--- src/include/csr_consts.svh ---
// --------------------------------------------------------------------------
// CSR unit constants
// --------------------------------------------------------------------------

`ifndef CSR_CONSTS_SVH
`define CSR_CONSTS_SVH

// Widths
`define CSR_XLEN          32
`define CSR_INST_W        32
`define CSR_REG_ADDR_W    5
`define CSR_ADDR_W        12
`define CSR_FUNCT3_W      3

// Instruction field offsets
`define CSR_RD_LSB        7
`define CSR_FUNCT3_LSB    12
// Shared by rs1 index and zimm
`define CSR_RS1_LSB       15
`define CSR_ADDR_LSB      20

// Zicsr funct3 codes
`define CSR_F3_CSRRW      3'b001
`define CSR_F3_CSRRS      3'b010
`define CSR_F3_CSRRC      3'b011
`define CSR_F3_CSRRWI     3'b101
`define CSR_F3_CSRRSI     3'b110
`define CSR_F3_CSRRCI     3'b111

// Machine CSR addresses
`define CSR_MSTATUS_ADDR  12'h300
`define CSR_MISA_ADDR     12'h301
`define CSR_MTVEC_ADDR    12'h305
`define CSR_MSCRATCH_ADDR 12'h340
`define CSR_MEPC_ADDR     12'h341
`define CSR_MCAUSE_ADDR   12'h342
`define CSR_MTVAL_ADDR    12'h343
`define CSR_MHARTID_ADDR  12'hF14

// Writable mstatus fields
// SD, TSR..MPP, SPP/MPIE, SPIE/UPIE/MIE, SIE/UIE
`define CSR_MSTATUS_MASK  32'h807F_F9BB

// MXL = 1 for a 32-bit hart
`define CSR_MISA_MXL32    32'h4000_0000

`endif

--- src/design/csr_pkg.sv ---
// --------------------------------------------------------------------------
// CSR unit types
// --------------------------------------------------------------------------

`default_nettype none

`include "csr_consts.svh"

package csr_pkg;

    typedef logic [`CSR_XLEN-1:0]       xlen_t;     // Data word
    typedef logic [`CSR_INST_W-1:0]     inst_t;     // Instruction word
    typedef logic [`CSR_REG_ADDR_W-1:0] reg_addr_t; // Integer register index
    typedef logic [`CSR_ADDR_W-1:0]     csr_addr_t; // CSR address

    // Zicsr operations, encoded as funct3
    typedef enum logic [`CSR_FUNCT3_W-1:0] {
        CSR_OP_RW  = `CSR_F3_CSRRW,
        CSR_OP_RS  = `CSR_F3_CSRRS,
        CSR_OP_RC  = `CSR_F3_CSRRC,
        CSR_OP_RWI = `CSR_F3_CSRRWI,
        CSR_OP_RSI = `CSR_F3_CSRRSI,
        CSR_OP_RCI = `CSR_F3_CSRRCI
    } csr_op_t;

    // Sequencer states
    typedef enum logic [1:0] {
        SEQ_IDLE    = 2'd0,
        SEQ_COMPUTE = 2'd1,
        SEQ_STORE   = 2'd2
    } seq_state_t;

endpackage

`default_nettype wire

--- src/design/csr_regfile.sv ---
// --------------------------------------------------------------------------
// Machine-mode CSR register file
// --------------------------------------------------------------------------

`timescale 1ns/1ps
`default_nettype none

`include "csr_consts.svh"

module csr_regfile #(
    parameter bit          rv32e   = 1'b0,  // E base instead of I
    parameter int unsigned hart_id = 0
) (
    input  wire logic                aclk,
    input  wire logic                aresetn,
    // Read port
    input  wire csr_pkg::csr_addr_t  rd_addr,
    output csr_pkg::xlen_t           rd_data,
    // Instruction write port
    input  wire logic                wr_en,
    input  wire csr_pkg::csr_addr_t  wr_addr,
    input  wire csr_pkg::xlen_t      wr_data,
    // Trap controller loads
    input  wire logic                ctrl_mepc_wr,
    input  wire csr_pkg::xlen_t      ctrl_mepc,
    input  wire logic                ctrl_mstatus_wr,
    input  wire csr_pkg::xlen_t      ctrl_mstatus,
    input  wire logic                ctrl_mcause_wr,
    input  wire csr_pkg::xlen_t      ctrl_mcause,
    // Published registers
    output csr_pkg::xlen_t           mtvec,
    output csr_pkg::xlen_t           mepc,
    output csr_pkg::xlen_t           mstatus
);

    import csr_pkg::*;

    localparam int    misa_e_bit  = 4;
    localparam int    misa_i_bit  = 8;
    localparam xlen_t misa_ext    = rv32e ? (xlen_t'(1) << misa_e_bit)
                                          : (xlen_t'(1) << misa_i_bit);
    localparam xlen_t misa_val    = `CSR_MISA_MXL32 | misa_ext;
    localparam xlen_t mhartid_val = xlen_t'(hart_id);

    xlen_t mscratch;
    xlen_t mcause;
    xlen_t mtval;

    // Instruction write hits
    logic  wr_mstatus;
    logic  wr_mtvec;
    logic  wr_mscratch;
    logic  wr_mepc;
    logic  wr_mcause;
    logic  wr_mtval;

    // Trap load wins over instruction write
    xlen_t mstatus_in;
    xlen_t mepc_in;
    xlen_t mcause_in;

    // ----------------------------------------------------------------------
    // Write decode
    // ----------------------------------------------------------------------

    assign wr_mstatus  = wr_en && (wr_addr == `CSR_MSTATUS_ADDR);
    assign wr_mtvec    = wr_en && (wr_addr == `CSR_MTVEC_ADDR);
    assign wr_mscratch = wr_en && (wr_addr == `CSR_MSCRATCH_ADDR);
    assign wr_mepc     = wr_en && (wr_addr == `CSR_MEPC_ADDR);
    assign wr_mcause   = wr_en && (wr_addr == `CSR_MCAUSE_ADDR);
    assign wr_mtval    = wr_en && (wr_addr == `CSR_MTVAL_ADDR);

    assign mstatus_in = ctrl_mstatus_wr ? ctrl_mstatus : wr_data;
    assign mepc_in    = ctrl_mepc_wr    ? ctrl_mepc    : wr_data;
    assign mcause_in  = ctrl_mcause_wr  ? ctrl_mcause  : wr_data;

    // ----------------------------------------------------------------------
    // Registers
    // ----------------------------------------------------------------------

    always_ff @(posedge aclk or negedge aresetn) begin
        if (!aresetn) begin
            mstatus  <= '0;
            mtvec    <= '0;
            mscratch <= '0;
            mepc     <= '0;
            mcause   <= '0;
            mtval    <= '0;
        end else begin
            // Reserved mstatus bits read as zero
            if (ctrl_mstatus_wr || wr_mstatus) begin
                mstatus <= mstatus_in & `CSR_MSTATUS_MASK;
            end
            if (wr_mtvec) begin
                mtvec <= wr_data;
            end
            if (wr_mscratch) begin
                mscratch <= wr_data;
            end
            // IALIGN=32 only
            if (ctrl_mepc_wr || wr_mepc) begin
                mepc <= {mepc_in[`CSR_XLEN-1:2], 2'b00};
            end
            if (ctrl_mcause_wr || wr_mcause) begin
                mcause <= mcause_in;
            end
            if (wr_mtval) begin
                mtval <= wr_data;
            end
        end
    end

    // ----------------------------------------------------------------------
    // Read port
    // ----------------------------------------------------------------------

    always_comb begin
        case (rd_addr)
            `CSR_MSTATUS_ADDR:  rd_data = mstatus;
            `CSR_MISA_ADDR:     rd_data = misa_val;     // Read-only here
            `CSR_MTVEC_ADDR:    rd_data = mtvec;
            `CSR_MSCRATCH_ADDR: rd_data = mscratch;
            `CSR_MEPC_ADDR:     rd_data = mepc;
            `CSR_MCAUSE_ADDR:   rd_data = mcause;
            `CSR_MTVAL_ADDR:    rd_data = mtval;
            `CSR_MHARTID_ADDR:  rd_data = mhartid_val;
            default:            rd_data = '0;           // Unimplemented
        endcase
    end

endmodule

`default_nettype wire

--- src/design/csr_sequencer.sv ---
// --------------------------------------------------------------------------
// CSR instruction sequencer
// --------------------------------------------------------------------------

`timescale 1ns/1ps
`default_nettype none

`include "csr_consts.svh"

module csr_sequencer (
    input  wire logic                aclk,
    input  wire logic                aresetn,
    // Instruction handshake
    input  wire logic                valid,
    output logic                     ready,
    input  wire csr_pkg::inst_t      instbus,
    // Integer register file
    output csr_pkg::reg_addr_t       rs1_addr,
    input  wire csr_pkg::xlen_t      rs1_val,
    output logic                     rd_wr_en,
    output csr_pkg::reg_addr_t       rd_wr_addr,
    output csr_pkg::xlen_t           rd_wr_val,
    // CSR read port
    output csr_pkg::csr_addr_t       rd_addr,
    input  wire csr_pkg::xlen_t      rd_data,
    // CSR write port
    output logic                     wr_en,
    output csr_pkg::csr_addr_t       wr_addr,
    output csr_pkg::xlen_t           wr_data
);

    import csr_pkg::*;

    seq_state_t state;
    logic       accept;       // Handshake completes this edge
    csr_op_t    op_dec;       // funct3 of the incoming instruction
    csr_op_t    op_r;
    csr_addr_t  csr_r;
    reg_addr_t  src_idx_r;    // rs1 index or zimm
    xlen_t      rs1_val_r;
    xlen_t      old_r;        // CSR value before the write
    xlen_t      src_val;
    xlen_t      new_val;
    logic       write_csr;

    // ----------------------------------------------------------------------
    // Instruction decode
    // ----------------------------------------------------------------------

    assign rs1_addr = instbus[`CSR_RS1_LSB +: `CSR_REG_ADDR_W];
    assign rd_addr  = instbus[`CSR_ADDR_LSB +: `CSR_ADDR_W];   // Old value lookup
    assign op_dec   = csr_op_t'(instbus[`CSR_FUNCT3_LSB +: `CSR_FUNCT3_W]);
    assign accept   = (state == SEQ_IDLE) && valid && ready;
    assign wr_addr  = csr_r;

    // Immediate forms take zimm zero-extended
    assign src_val = (op_r inside {CSR_OP_RWI, CSR_OP_RSI, CSR_OP_RCI}) ?
                     xlen_t'(src_idx_r) : rs1_val_r;

    // New CSR value, write suppressed for set/clear from x0 or zimm 0
    always_comb begin
        new_val   = old_r;
        write_csr = 1'b0;
        case (op_r)
            CSR_OP_RW, CSR_OP_RWI: begin
                new_val   = src_val;                 // Swap
                write_csr = 1'b1;
            end
            CSR_OP_RS, CSR_OP_RSI: begin
                new_val   = old_r | src_val;         // Set bits
                write_csr = (src_idx_r != '0);
            end
            CSR_OP_RC, CSR_OP_RCI: begin
                new_val   = old_r & ~src_val;        // Clear bits where mask is 1
                write_csr = (src_idx_r != '0);
            end
            default: write_csr = 1'b0;               // Not a Zicsr op
        endcase
    end

    // ----------------------------------------------------------------------
    // Accept / compute / store machine
    // ----------------------------------------------------------------------

    always_ff @(posedge aclk or negedge aresetn) begin
        if (!aresetn) begin
            state    <= SEQ_IDLE;
            ready    <= 1'b0;
            rd_wr_en <= 1'b0;
            wr_en    <= 1'b0;
        end else begin
            case (state)
                SEQ_IDLE: begin
                    if (accept) begin
                        ready <= 1'b0;
                        state <= SEQ_COMPUTE;
                    end else begin
                        ready <= 1'b1;          // Rises one cycle out of reset
                    end
                end
                SEQ_COMPUTE: begin
                    rd_wr_en <= 1'b1;           // Old value to rd
                    wr_en    <= write_csr;
                    state    <= SEQ_STORE;
                end
                SEQ_STORE: begin
                    // CSR write commits on this edge
                    rd_wr_en <= 1'b0;
                    wr_en    <= 1'b0;
                    ready    <= 1'b1;
                    state    <= SEQ_IDLE;
                end
                default: state <= SEQ_IDLE;
            endcase
        end
    end

    // Operand capture and results
    always_ff @(posedge aclk) begin
        if (accept) begin
            op_r       <= op_dec;
            csr_r      <= rd_addr;
            src_idx_r  <= rs1_addr;
            rs1_val_r  <= rs1_val;
            old_r      <= rd_data;
            rd_wr_addr <= instbus[`CSR_RD_LSB +: `CSR_REG_ADDR_W];
        end
        if (state == SEQ_COMPUTE) begin
            rd_wr_val <= old_r;
            wr_data   <= new_val;
        end
    end

endmodule

`default_nettype wire

--- src/design/csr_unit.sv ---
// --------------------------------------------------------------------------
// Machine-mode CSR execution unit
// --------------------------------------------------------------------------

`timescale 1ns/1ps
`default_nettype none

module csr_unit #(
    parameter bit          rv32e   = 1'b0,
    parameter int unsigned hart_id = 0
) (
    input  wire logic                aclk,
    input  wire logic                aresetn,
    // Instruction handshake
    input  wire logic                valid,
    output logic                     ready,
    input  wire csr_pkg::inst_t      instbus,
    // Integer register file
    output csr_pkg::reg_addr_t       rs1_addr,
    input  wire csr_pkg::xlen_t      rs1_val,
    output logic                     rd_wr_en,
    output csr_pkg::reg_addr_t       rd_wr_addr,
    output csr_pkg::xlen_t           rd_wr_val,
    // Trap controller
    input  wire logic                ctrl_mepc_wr,
    input  wire csr_pkg::xlen_t      ctrl_mepc,
    input  wire logic                ctrl_mstatus_wr,
    input  wire csr_pkg::xlen_t      ctrl_mstatus,
    input  wire logic                ctrl_mcause_wr,
    input  wire csr_pkg::xlen_t      ctrl_mcause,
    // Published CSRs
    output csr_pkg::xlen_t           mtvec,
    output csr_pkg::xlen_t           mepc,
    output csr_pkg::xlen_t           mstatus
);

    import csr_pkg::*;

    // Sequencer to register file
    csr_addr_t rd_addr;
    xlen_t     rd_data;
    logic      wr_en;
    csr_addr_t wr_addr;
    xlen_t     wr_data;

    csr_sequencer csr_sequencer_i (
        .aclk       (aclk),
        .aresetn    (aresetn),
        .valid      (valid),
        .ready      (ready),
        .instbus    (instbus),
        .rs1_addr   (rs1_addr),
        .rs1_val    (rs1_val),
        .rd_wr_en   (rd_wr_en),
        .rd_wr_addr (rd_wr_addr),
        .rd_wr_val  (rd_wr_val),
        .rd_addr    (rd_addr),
        .rd_data    (rd_data),
        .wr_en      (wr_en),
        .wr_addr    (wr_addr),
        .wr_data    (wr_data)
    );

    csr_regfile #(
        .rv32e   (rv32e),
        .hart_id (hart_id)
    ) csr_regfile_i (
        .aclk            (aclk),
        .aresetn         (aresetn),
        .rd_addr         (rd_addr),
        .rd_data         (rd_data),
        .wr_en           (wr_en),
        .wr_addr         (wr_addr),
        .wr_data         (wr_data),
        .ctrl_mepc_wr    (ctrl_mepc_wr),
        .ctrl_mepc       (ctrl_mepc),
        .ctrl_mstatus_wr (ctrl_mstatus_wr),
        .ctrl_mstatus    (ctrl_mstatus),
        .ctrl_mcause_wr  (ctrl_mcause_wr),
        .ctrl_mcause     (ctrl_mcause),
        .mtvec           (mtvec),
        .mepc            (mepc),
        .mstatus         (mstatus)
    );

endmodule

`default_nettype wire

--- config.mk ---
export PLATFORM = sky130hd
export DESIGN_NAME = csr_unit
export DESIGN_NICKNAME = d
export VERILOG_FILES = /design/src/design/csr_pkg.sv /design/src/design/csr_regfile.sv /design/src/design/csr_sequencer.sv /design/src/design/csr_unit.sv
export VERILOG_INCLUDE_DIRS = /design/src /design/src/include
export SDC_FILE = /design/constraint.sdc
export NUM_CORES = 1
export LEC_CHECK = 0
export CAP_MARGIN = 25
export CORE_ASPECT_RATIO = 0.8
export CORE_UTILIZATION = 30
export CTS_BUF_LIST = sky130_fd_sc_hd__clkbuf_2 sky130_fd_sc_hd__clkbuf_4 sky130_fd_sc_hd__clkbuf_8
export CTS_CLUSTER_DIAMETER = 50
export DETAILED_ROUTE_END_ITERATION = 8
export DONT_BUFFER_PORTS = 1
export HOLD_SLACK_MARGIN = 0.03
export PLACE_DENSITY = 0.53
export SETUP_SLACK_MARGIN = 0.4
export SYNTH_ARGS = -nofsm -noshare
export SYNTH_HDL_FRONTEND = slang
export SYNTH_SLANG_ARGS = --single-unit
--- constraint.sdc ---
create_clock -name aclk -period 5.43 [get_ports aclk]
set_input_delay 1.086 -clock aclk [delete_from_list [all_inputs] [get_ports aclk]]
set_output_delay 1.086 -clock aclk [all_outputs]
set_load 0.005 [all_outputs]
* Word-level counts from Yosys, hierarchy flattened
Index checks and enable logic that the tools add are counted.
** Word-level totals
- Output and inout port bits :: 140
- Register bits after elaboration :: 336
- Bits of input ports :: 166
- Word-level logic and storage cells :: 76
** Cells by class
- Bitwise gates (word level) :: 3
- Reductions and logical operators :: 20
- Mux-type cells :: 13
- Equal/unequal tests :: 22
** Operators by type and width (count)
- one-hot mux 32 bit (7 select lines) :: 1
- == test 12 x 10 -> 1 bit (second input constant) :: 13
- two-way mux 32 bit :: 4
- one-hot mux 32 bit (3 select lines) :: 1
- AND 32 bit :: 1
- NOT 32 bit :: 1
- OR 32 bit :: 1
- == test 3 bit (second input constant) :: 3
- logical AND 1 bit :: 8
- one-hot mux 1 bit (2 select lines) :: 4
- == test 3 x 2 -> 1 bit (second input constant) :: 2
- OR reduction 2 bit :: 3
- nonzero test 5 bit :: 1
- one-hot mux 2 bit (2 select lines) :: 1
- nonzero test 2 bit :: 2
- OR reduction 4 bit :: 1
- == test 3 x 1 -> 1 bit (second input constant) :: 1
- logical OR 1 bit :: 3
- nonzero test 3 bit :: 1
- == test 2 x 1 -> 1 bit (second input constant) :: 1
- == test 2 bit (second input constant) :: 1
- logical NOT 2 bit :: 1
- two-way mux 2 bit :: 1
- != test 2 x 1 -> 1 bit (second input constant) :: 1
- two-way mux 1 bit :: 1

* Logic depth before layout (Yosys ltp)
Gate-level depths: netlist of the first run.
- Word-level depth :: 6
- Depth in mapped cells :: 7
- Gate-level depth less buffers :: 6

* Hierarchy
A second synthesis of the first run with hierarchy kept.
** Second synthesis, totals
- Cells, all modules :: 1143
- Area, all modules :: 15230.9 µm²
** Modules (own cells, without submodules)
- csr_regfile :: times used 1, area each 9227.6 µm², cells each 800, seq. area each 4454.3 µm²
- csr_sequencer :: times used 1, area each 6003.3 µm², cells each 343, seq. area each 4719.5 µm²

* Worst setup path after synthesis of the first run
Ideal clock, no wire load.
- Path kind :: input -> register
- Start :: in valid
- End :: reg csr_sequencer_i.old_r[0], enable pin
- Library setup time :: 442 ps
- Required time :: 4988 ps
- Slack :: 2044 ps
- Stages on the path :: 2
- Arrival :: 2944 ps
- Buffers on the path :: 0
- Cell sequence :: nand3_1 > inv_1
** Between the ends
- Cells in the longest elaborated chain, start to end :: 2
** RTL lines
- start: declaration :: line csr_unit.sv:15 : input wire logic valid,
- logical AND 1 bit (2 in a row) :: line csr_sequencer.sv:53 : assign accept = (state == SEQ_IDLE) && valid && ready;
- via csr_sequencer_i.accept :: line csr_sequencer.sv:35 : logic accept;
- end signal: assignment :: line csr_sequencer.sv:125 : old_r <= rd_data;
- end: declaration :: line csr_sequencer.sv:41 : xlen_t old_r;
The timed path passes the listed nets, and every way through them passes these cells.
A chain may end at the register's enable or synchronous reset.

* Worst setup path after layout of the first run
- Start :: reg csr_sequencer_i.csr_r[10], in the netlist csr_sequencer_i.wr_addr[10]
- End :: reg csr_regfile_i.mtval[9]
** Between the ends
- Cells in the longest elaborated chain, start to end :: 2
** RTL lines
- start: declaration :: line csr_sequencer.sv:38 : csr_addr_t csr_r;
- start signal: assignment :: line csr_sequencer.sv:122 : csr_r <= rd_addr;
- == test 12 x 10 -> 1 bit (no line)
- logical AND 1 bit :: line csr_regfile.sv:71 : assign wr_mtval = wr_en && (wr_addr == `CSR_MTVAL_ADDR);
- end signal: assignment :: line csr_regfile.sv:108 : mtval <= wr_data;
- end: declaration :: line csr_regfile.sv:47 : xlen_t mtval;
Every way passes these cells.

==> results of run 1 <==
==> routing by layer <==
metal	part of all wire (%)	track usage [%]
met1	45	25.31
met2	45	28.38
met3	7.8	5.531
met4	2.5	6.207
met5	0.092	0
==> power groups by stage <==
stage / Combinational [W] / Clock (W) / Sequential, W
final: 0.000980 / 0.00258 / 0.00356
after global routing: 0.00107 / 0.00279 / 0.00362
after CTS: 0.000993 / 0.00268 / 0.00357
after detailed placement: 0.000987 / 0 / 0.00361
after global placement: 0.000947 / 0 / 0.00362
after floorplan: 0.000741 / 0 / 0.00346
==> sequential cells by signal, indices dropped and copies added (netlist names) <==
name and flops:
csr_sequencer_i.state 2, csr_regfile_i.mscratch 32, csr_regfile_i.mtval 32, csr_sequencer_i.src_idx_r 5, csr_sequencer_i.rd_wr_val 32, csr_sequencer_i.rd_wr_addr 5, csr_sequencer_i.wr_addr 12, csr_sequencer_i.op_r 3
csr_sequencer_i.wr_en 1, csr_sequencer_i.ready 1, csr_sequencer_i.rs1_val_r 32, csr_regfile_i.mstatus 20, csr_sequencer_i.old_r 32, csr_regfile_i.mcause 32, csr_sequencer_i.rd_wr_en 1, csr_sequencer_i.wr_data 32
csr_regfile_i.mepc 30, csr_regfile_i.mtvec 32
==> worst min-delay path by stage <==
| stage | from | to | cells after the start |
|---|---|---|---|
| 4_1_cts | aresetn | csr_regfile_i.mtvec[31] | 0 |
| 2_1_floorplan | csr_sequencer_i.old_r[0] | csr_sequencer_i.rd_wr_val[0] | 0 |
| 3_5_place_dp | csr_sequencer_i.old_r[17] | csr_sequencer_i.rd_wr_val[17] | 0 |
| 5_1_grt | aresetn | csr_regfile_i.mepc[28] | 0 |
| 6_report | aresetn | csr_regfile_i.mtval[25] | 0 |
| 3_3_place_gp | csr_sequencer_i.old_r[10] | csr_sequencer_i.rd_wr_val[10] | 0 |
==> area by class of cell <==
| cell class | count | area (sq um) |
|---|---|---|
| Clock inverter | 15 | 162.7 |
| Antenna cell | 3 | 7.507 |
| Inverter | 39 | 148.9 |
| Sequential cell | 336 | 9174 |
| Multi-Input combinational cell | 701 | 5787 |
| Timing Repair Buffer | 28 | 294.0 |
| Fill cell | 5051 | 33530 |
| Tap cell | 684 | 855.8 |
| Clock buffer | 97 | 1147 |
==> worst register-to-register path: cells and delay by family, from the launching register on <==
| kind | cells | cell delay, ns |
|---|---|---|
| buf+inv | 1 | 0.46 |
| mux | 1 | 0.45 |
| simple gates | 3 | 1.76 |
| flops | 1 | 0.34 |
==> synth_stat cells, types with 6 or more instances <==
cell type  instances
nor3b_1           81
mux2i_1           77
nor2b_1           85
o22ai_1           14
buf_4             22
clkbuf_1          59
a22o_1            16
nand2b_1          33
mux2_2            93
dfrtp_1          183
nand2_1           64
inv_1             39
buf_1              8
a32o_1            11
buf_2             18
a221o_1           81
a22oi_1           22
edfxtp_1         153
nor2_1             6
o211ai_1          11
buf_6              6
nand3_1            6
mux2_1            10
o221ai_1          32
==> cell families (layout without fill, tap and decap cells) <==
| logic type | after synthesis | after routing | synth area share (%) |
|---|---|---|---|
| adders and majority gates | 4 | 4 | 0.3217 |
| muxes | 180 | 180 | 12.41 |
| DFF | 336 | 336 | 58.97 |
| and+or+nand+nor | 306 | 306 | 12.43 |
| buffers and inverters | 152 | 179 | 4.632 |
| other | 1 | 17 | 0.02410 |
| AOI/OAI and AO/OA | 197 | 197 | 11.21 |
==> cells in the final DEF (no fill, tap or decap), types with 4 or more instances in the layout <==
cell      instances
edfxtp_1        153
mux2_2           93
o211ai_1         11
dfrtp_1         183
buf_4            21
o221ai_1         32
nor3b_1          81
a221o_1          81
conb_1           14
nor2b_1          83
inv_1            38
nand2b_1         32
nor2_1            6
o21ai_0           4
nand2_1          64
clkbuf_4         30
mux2i_1          77
clkinv_2          4
clkbuf_8         67
nand3_1           6
nor4_4            4
a22oi_1          22
mux2_1           10
o22ai_1          14
a32o_1           11
a22o_1           16
==> metrics by stage <==
stage,hold slack (ns),instance area [sq um],worst slack [ns],power (W)
global route,0.05955,17570,2.271,0.007485
finish,0.1395,17580,2.315,0.007125
detailed placement,0.4352,16220,2.037,0.004601
floorplan,0.4264,15610,2.044,0.004199
CTS,0.05319,17530,2.088,0.007244
global placement,0.4297,16160,2.068,0.004569
==> impl_metrics.yaml, run 1 <==
outcome:
  status: "finished clean"
placed_design:
  placed_cells: 1786
  gp_congestion: 0.7597
  portBuffers: 0
  hpwl_um: 31580
routing:
  dr_total_vias: 10130
  first_iter_violations: 790
  routed_wl_um: 50070
  antenna_left: 0
  detail_route.first_pass.iterations: 5
  viasPerCell: 5.323
  drc: 0
  routedWlPerCell_um: 26.31
worst_setup_path:
  cpPeakStageDelay_ns: 0.65
  endpoint_kind: "flop"
  rr_endpoint: "csr_regfile_i.mtval[9]"
  rr_worst_depth: 5
  worstPathCellList: "nand4bb_1, nor4_1, and3_2, buf_4, mux2_2"
  crit_fanout: 20
  arrival_ns: 3.64
  startpoint: "csr_sequencer_i.wr_addr[10]"
  critPathSlowestCell: "nand4bb_1"
  crit_buf_inv: 1
  critical-path-top-delay-family: "simple AND/OR/NAND/NOR gates"
  cp.required_ns: 5.95
  worstReg2RegStart: "csr_sequencer_i.wr_addr[10]"
  crit_type: "reg -> reg"
  cp_num_cells: 5
  crit_end: "csr_regfile_i.mtval[9]"
  worstSetupStartpointType: "flop"
  r2r_slack_ns: 2.31
cts:
  post-cts-setup-buffers: 0
  clk_root_buffer_cell: "clkbuf_8"
  cts_buffers: 59
  cts_buffer_depth: 3
  clk-insertion-delay-late_ns: 0.64
  cts.sinks: 336
  ctsResizeCount: 0
  cts.clk_slew.worst_paths_ns: 0.06
  tritoncts: "built"
  cts_hold_buf: 0
  ctsHtreeMaxLevel: 2
grt:
  antenna_found_initial: 6
  grt_max_degree: 184
  grt_pass1_vias: 9869
  overflow: 0
  globalRouteTotalUtil_pct: 18.67
  grt_pass1_wl_um: 71210
pwr:
  p_int_w: 0.005088
  power.switching_w: 0.002037
  swShare_pct: 28.58
  p_leak_nw: 7.155
  power_density_nw_per_um2: 405.4
  clkPwrFrac_pct: 36.2
  seqPwrFrac_pct: 50.0
  max-vdd-ir-drop_v: 0.0002152
  p_comb_share_pct: 13.7
die:
  die_h_um: 205.7
  initial_core_util_pct: 30.44
  std_cell_rows: 74
  ios: 306
  die_area_sq_um: 52780
  fp.dieW_um: 256.6
  core_sq_um: 51110
sta:
  hold_violations: 0
  fin_worst_skew_ns: 0.01922
  rsz0062_at_grt: "no"
  setup_violations: 0
  post-route-min-period_ns: 3.115
  final.period_utilization_pct: 57.37
  fin_setup_tns_ns: 0
  relSlewSlack_pct: 36.34
  maxSlewViolCount: 0
  fmax_mhz: 321.0
  tightest_slew_ns: 0.9549
synth:
  yosysWarnings: 0
  synth-edff-count: 153
  synthArstFlopShare_pct: 54.46
  avgSynthCellArea_sq_um: 13.23
  ys_types: 54
  syn_inst: 1176
  yosys.area.top_type: "edfxtp_1"
  seq_area_frac_synth_pct: 58.97
  synth_ff_type: "dfrtp_1"
  synth_top_area_share_pct: 29.53
  yosys-top-cells-area: "edfxtp_1, dfrtp_1, mux2_2, a221o_1, mux2i_1"
  netlist_area_sq_um: 15560
  ys_ff_latch: 336
finish:
  nets: 1335
  stdcell_count: 1903
  drive_above_1_share_pct: 20.48
  finish.utilization_pct: 34.39
  area_growth_pct: 12.98
min_path:
  hp-class: "in -> async"
run:
  cap_viol_max_count: 0
(Power assumes the default switching activity.)
==> run 2: changes to the inputs <==
--- a/config.mk
+++ b/config.mk
@@ -6,6 +6,7 @@
 export SDC_FILE = /design/constraint.sdc
 export NUM_CORES = 1
 export LEC_CHECK = 0
+export ABC_AREA = 1
 export CAP_MARGIN = 25
 export CORE_ASPECT_RATIO = 0.8
 export CORE_UTILIZATION = 30
==> constraint.sdc (replaced) <==
create_clock -name aclk -period 3.2 [get_ports aclk]
set_input_delay 0.64 -clock aclk [delete_from_list [all_inputs] [get_ports aclk]]
set_output_delay 0.64 -clock aclk [all_outputs]
set_load 0.005 [all_outputs]
==> run 2 against run 1 <==
  * The run now ends with negative hold slack left
  * Clock power grew 71%
  * Worst setup slack got worse by 1.4 ns
  * Global-route usage increased by 1.6 points
  * Largest cell class unchanged
==> impl_metrics.yaml, run 2 <==
worst_setup_path:
  endpoint_kind: "flop"
  cpPeakStageDelay_ns: 0.59
  arrival_ns: 2.85
  worstPathCellList: "inv_2, nand3_1, nor2_2, nand2_4, o21ai_0"
  crit_buf_inv: 1
  worstSetupStartpointType: "flop"
  cp.required_ns: 3.76
  rr_endpoint: "csr_regfile_i.mscratch[10]"
  crit_fanout: 64
  critical-path-top-delay-family: "simple AND/OR/NAND/NOR gates"
  crit_type: "reg -> reg"
  cp_num_cells: 5
  rr_worst_depth: 5
  r2r_slack_ns: 0.91
  critPathSlowestCell: "nand2_4"
  worstReg2RegStart: "csr_sequencer_i.wr_addr[0]"
grt:
  grt_max_degree: 184
  grt_pass1_wl_um: 79790
  globalRouteTotalUtil_pct: 20.25
  grt_pass1_vias: 12268
  overflow: 0
  antenna_found_initial: 2
cts:
  cts.clk_slew.worst_paths_ns: 0.07
  cts_buffer_depth: 3
  post-cts-setup-buffers: 0
  tritoncts: "built"
  ctsHtreeMaxLevel: 2
  cts.sinks: 336
  cts_hold_buf: 36
  cts_buffers: 60
  ctsResizeCount: 0
  clk-insertion-delay-late_ns: 0.67
  clk_root_buffer_cell: "clkbuf_8"
placed_design:
  portBuffers: 0
  gp_congestion: 0.8543
  hpwl_um: 34920
  placed_cells: 2340
synth:
  synthArstFlopShare_pct: 54.46
  yosysWarnings: 0
  synth-edff-count: 153
  synth_top_area_share_pct: 29.42
  ys_ff_latch: 336
  netlist_area_sq_um: 15620
  yosys.area.top_type: "edfxtp_1"
  ys_types: 33
  avgSynthCellArea_sq_um: 8.971
  yosys-top-cells-area: "edfxtp_1, dfrtp_1, nand2_1, nand3_1, inv_1"
  seq_area_frac_synth_pct: 58.74
  yosysMostFrequentCell: "nand2_1"
  syn_inst: 1741
  synth_ff_type: "dfrtp_1"
  synth_commonest_cells: "nand2_1, nand3_1, dfrtp_1, inv_1, edfxtp_1"
routing:
  detail_route.first_pass.iterations: 5
  routedWlPerCell_um: 21.85
  drc: 0
  dr_total_vias: 12455
  routed_wl_um: 54400
  viasPerCell: 5.002
  first_iter_violations: 992
  antenna_left: 0
sta:
  rsz0062_at_grt: "no"
  post-route-min-period_ns: 2.295
  setup_violations: 0
  final.period_utilization_pct: 71.71
  relSlewSlack_pct: 42.28
  fmax_mhz: 435.8
  fin_worst_skew_ns: 0.03296
  tightest_slew_ns: 0.8628
  hold_violations: 183
  whs_ns: -0.3140
  fin_setup_tns_ns: 0
  maxSlewViolCount: 0
pwr:
  p_leak_nw: 8.398
  max-vdd-ir-drop_v: 0.0003389
  power_density_nw_per_um2: 688.7
die:
  die_area_sq_um: 52980
  fp.dieW_um: 257.1
  ios: 306
  die_h_um: 206.1
  std_cell_rows: 74
  initial_core_util_pct: 30.50
  core_sq_um: 51200
finish:
  final_cell_mix: "nand2_1, nand3_1, dfrtp_1, inv_1, edfxtp_1"
  drive_above_1_share_pct: 9.091
  finish.utilization_pct: 34.65
  nets: 1924
  area_growth_pct: 13.58
  stdcell_count: 2490
  layout_commonest_cell: "nand2_1"
outcome:
  violations: "negative hold slack"
  status: "complete, but fails checks"
min_path:
  hp-class: "in -> async"
run:
  cap_viol_max_count: 0
[run 2: layout make-up]
cell class	count	area [sq um]
Tap cell	684	855.8
Clock buffer	89	1119
Antenna cell	2	5.005
Sequential cell	336	9174
Multi-Input combinational cell	1110	5120
Clock inverter	23	193.9
Timing Repair Buffer	58	563.0
Fill cell	5246	33460
Inverter	188	709.4
[run 2: worst reg2reg max path: cells and delay by family (launching register included)]
| kind | cells | cell delay [ns] |
|---|---|---|
| simple gates | 3 | 1.24 |
| flops | 1 | 0.42 |
| buf+inv | 1 | 0.11 |
| compound gates | 1 | 0.44 |
[run 2: logic make-up after synthesis]
logic type	after synthesis	synth area share (%)
flip-flops	336	58.74
AO/OA/AOI/OAI	228	7.530
AND/OR/NAND/NOR	863	24.35
buffers and inverters	308	8.972
other	1	0.02401
multiplexers	1	0.07209
adder cells (fa/ha/maj)	4	0.3204
[run 2: worst max-delay path by stage]
stage | from | to
final | csr_sequencer_i.wr_addr[0] | csr_regfile_i.mscratch[10]
after global routing | csr_sequencer_i.wr_addr[1] | csr_regfile_i.mscratch[10]
after CTS | csr_sequencer_i.wr_addr[0] | csr_regfile_i.mscratch[10]
after detailed placement | instbus[23] | csr_sequencer_i.old_r[3]
after global placement | instbus[23] | csr_sequencer_i.old_r[22]
after floorplan | valid | csr_sequencer_i.old_r[0]
[run 2: power breakdown]
group / switching (W) / internal, W
sequential: 0.000560 / 0.00550
combinational: 0.00128 / 0.000469
clock: 0.00193 / 0.00249
total: 0.00377 / 0.00845
[run 2: metrics by stage]
step           power, W  setup slack, ns  cell area (sq um)  hold WS [ns]
2_1_floorplan  0.007052           0.6891              15670        0.3444
3_3_place_gp   0.007812           0.8460              16060        0.3573
3_5_place_dp   0.007850           0.7993              16060        0.3594
4_1_cts         0.01238           0.9585              17730       -0.3862
5_1_grt         0.01278           0.7298              17740       -0.3695
6_report        0.01222           0.9053              17740       -0.3140
[run 2: routing by layer]
metal	track usage, %	wire, um	up-vias
met3	4.857	4307	78
met4	6.229	1193	0
li1	-	-	5734
met5	0	0	-
met1	25.72	22690	6165
met2	34.07	26200	478
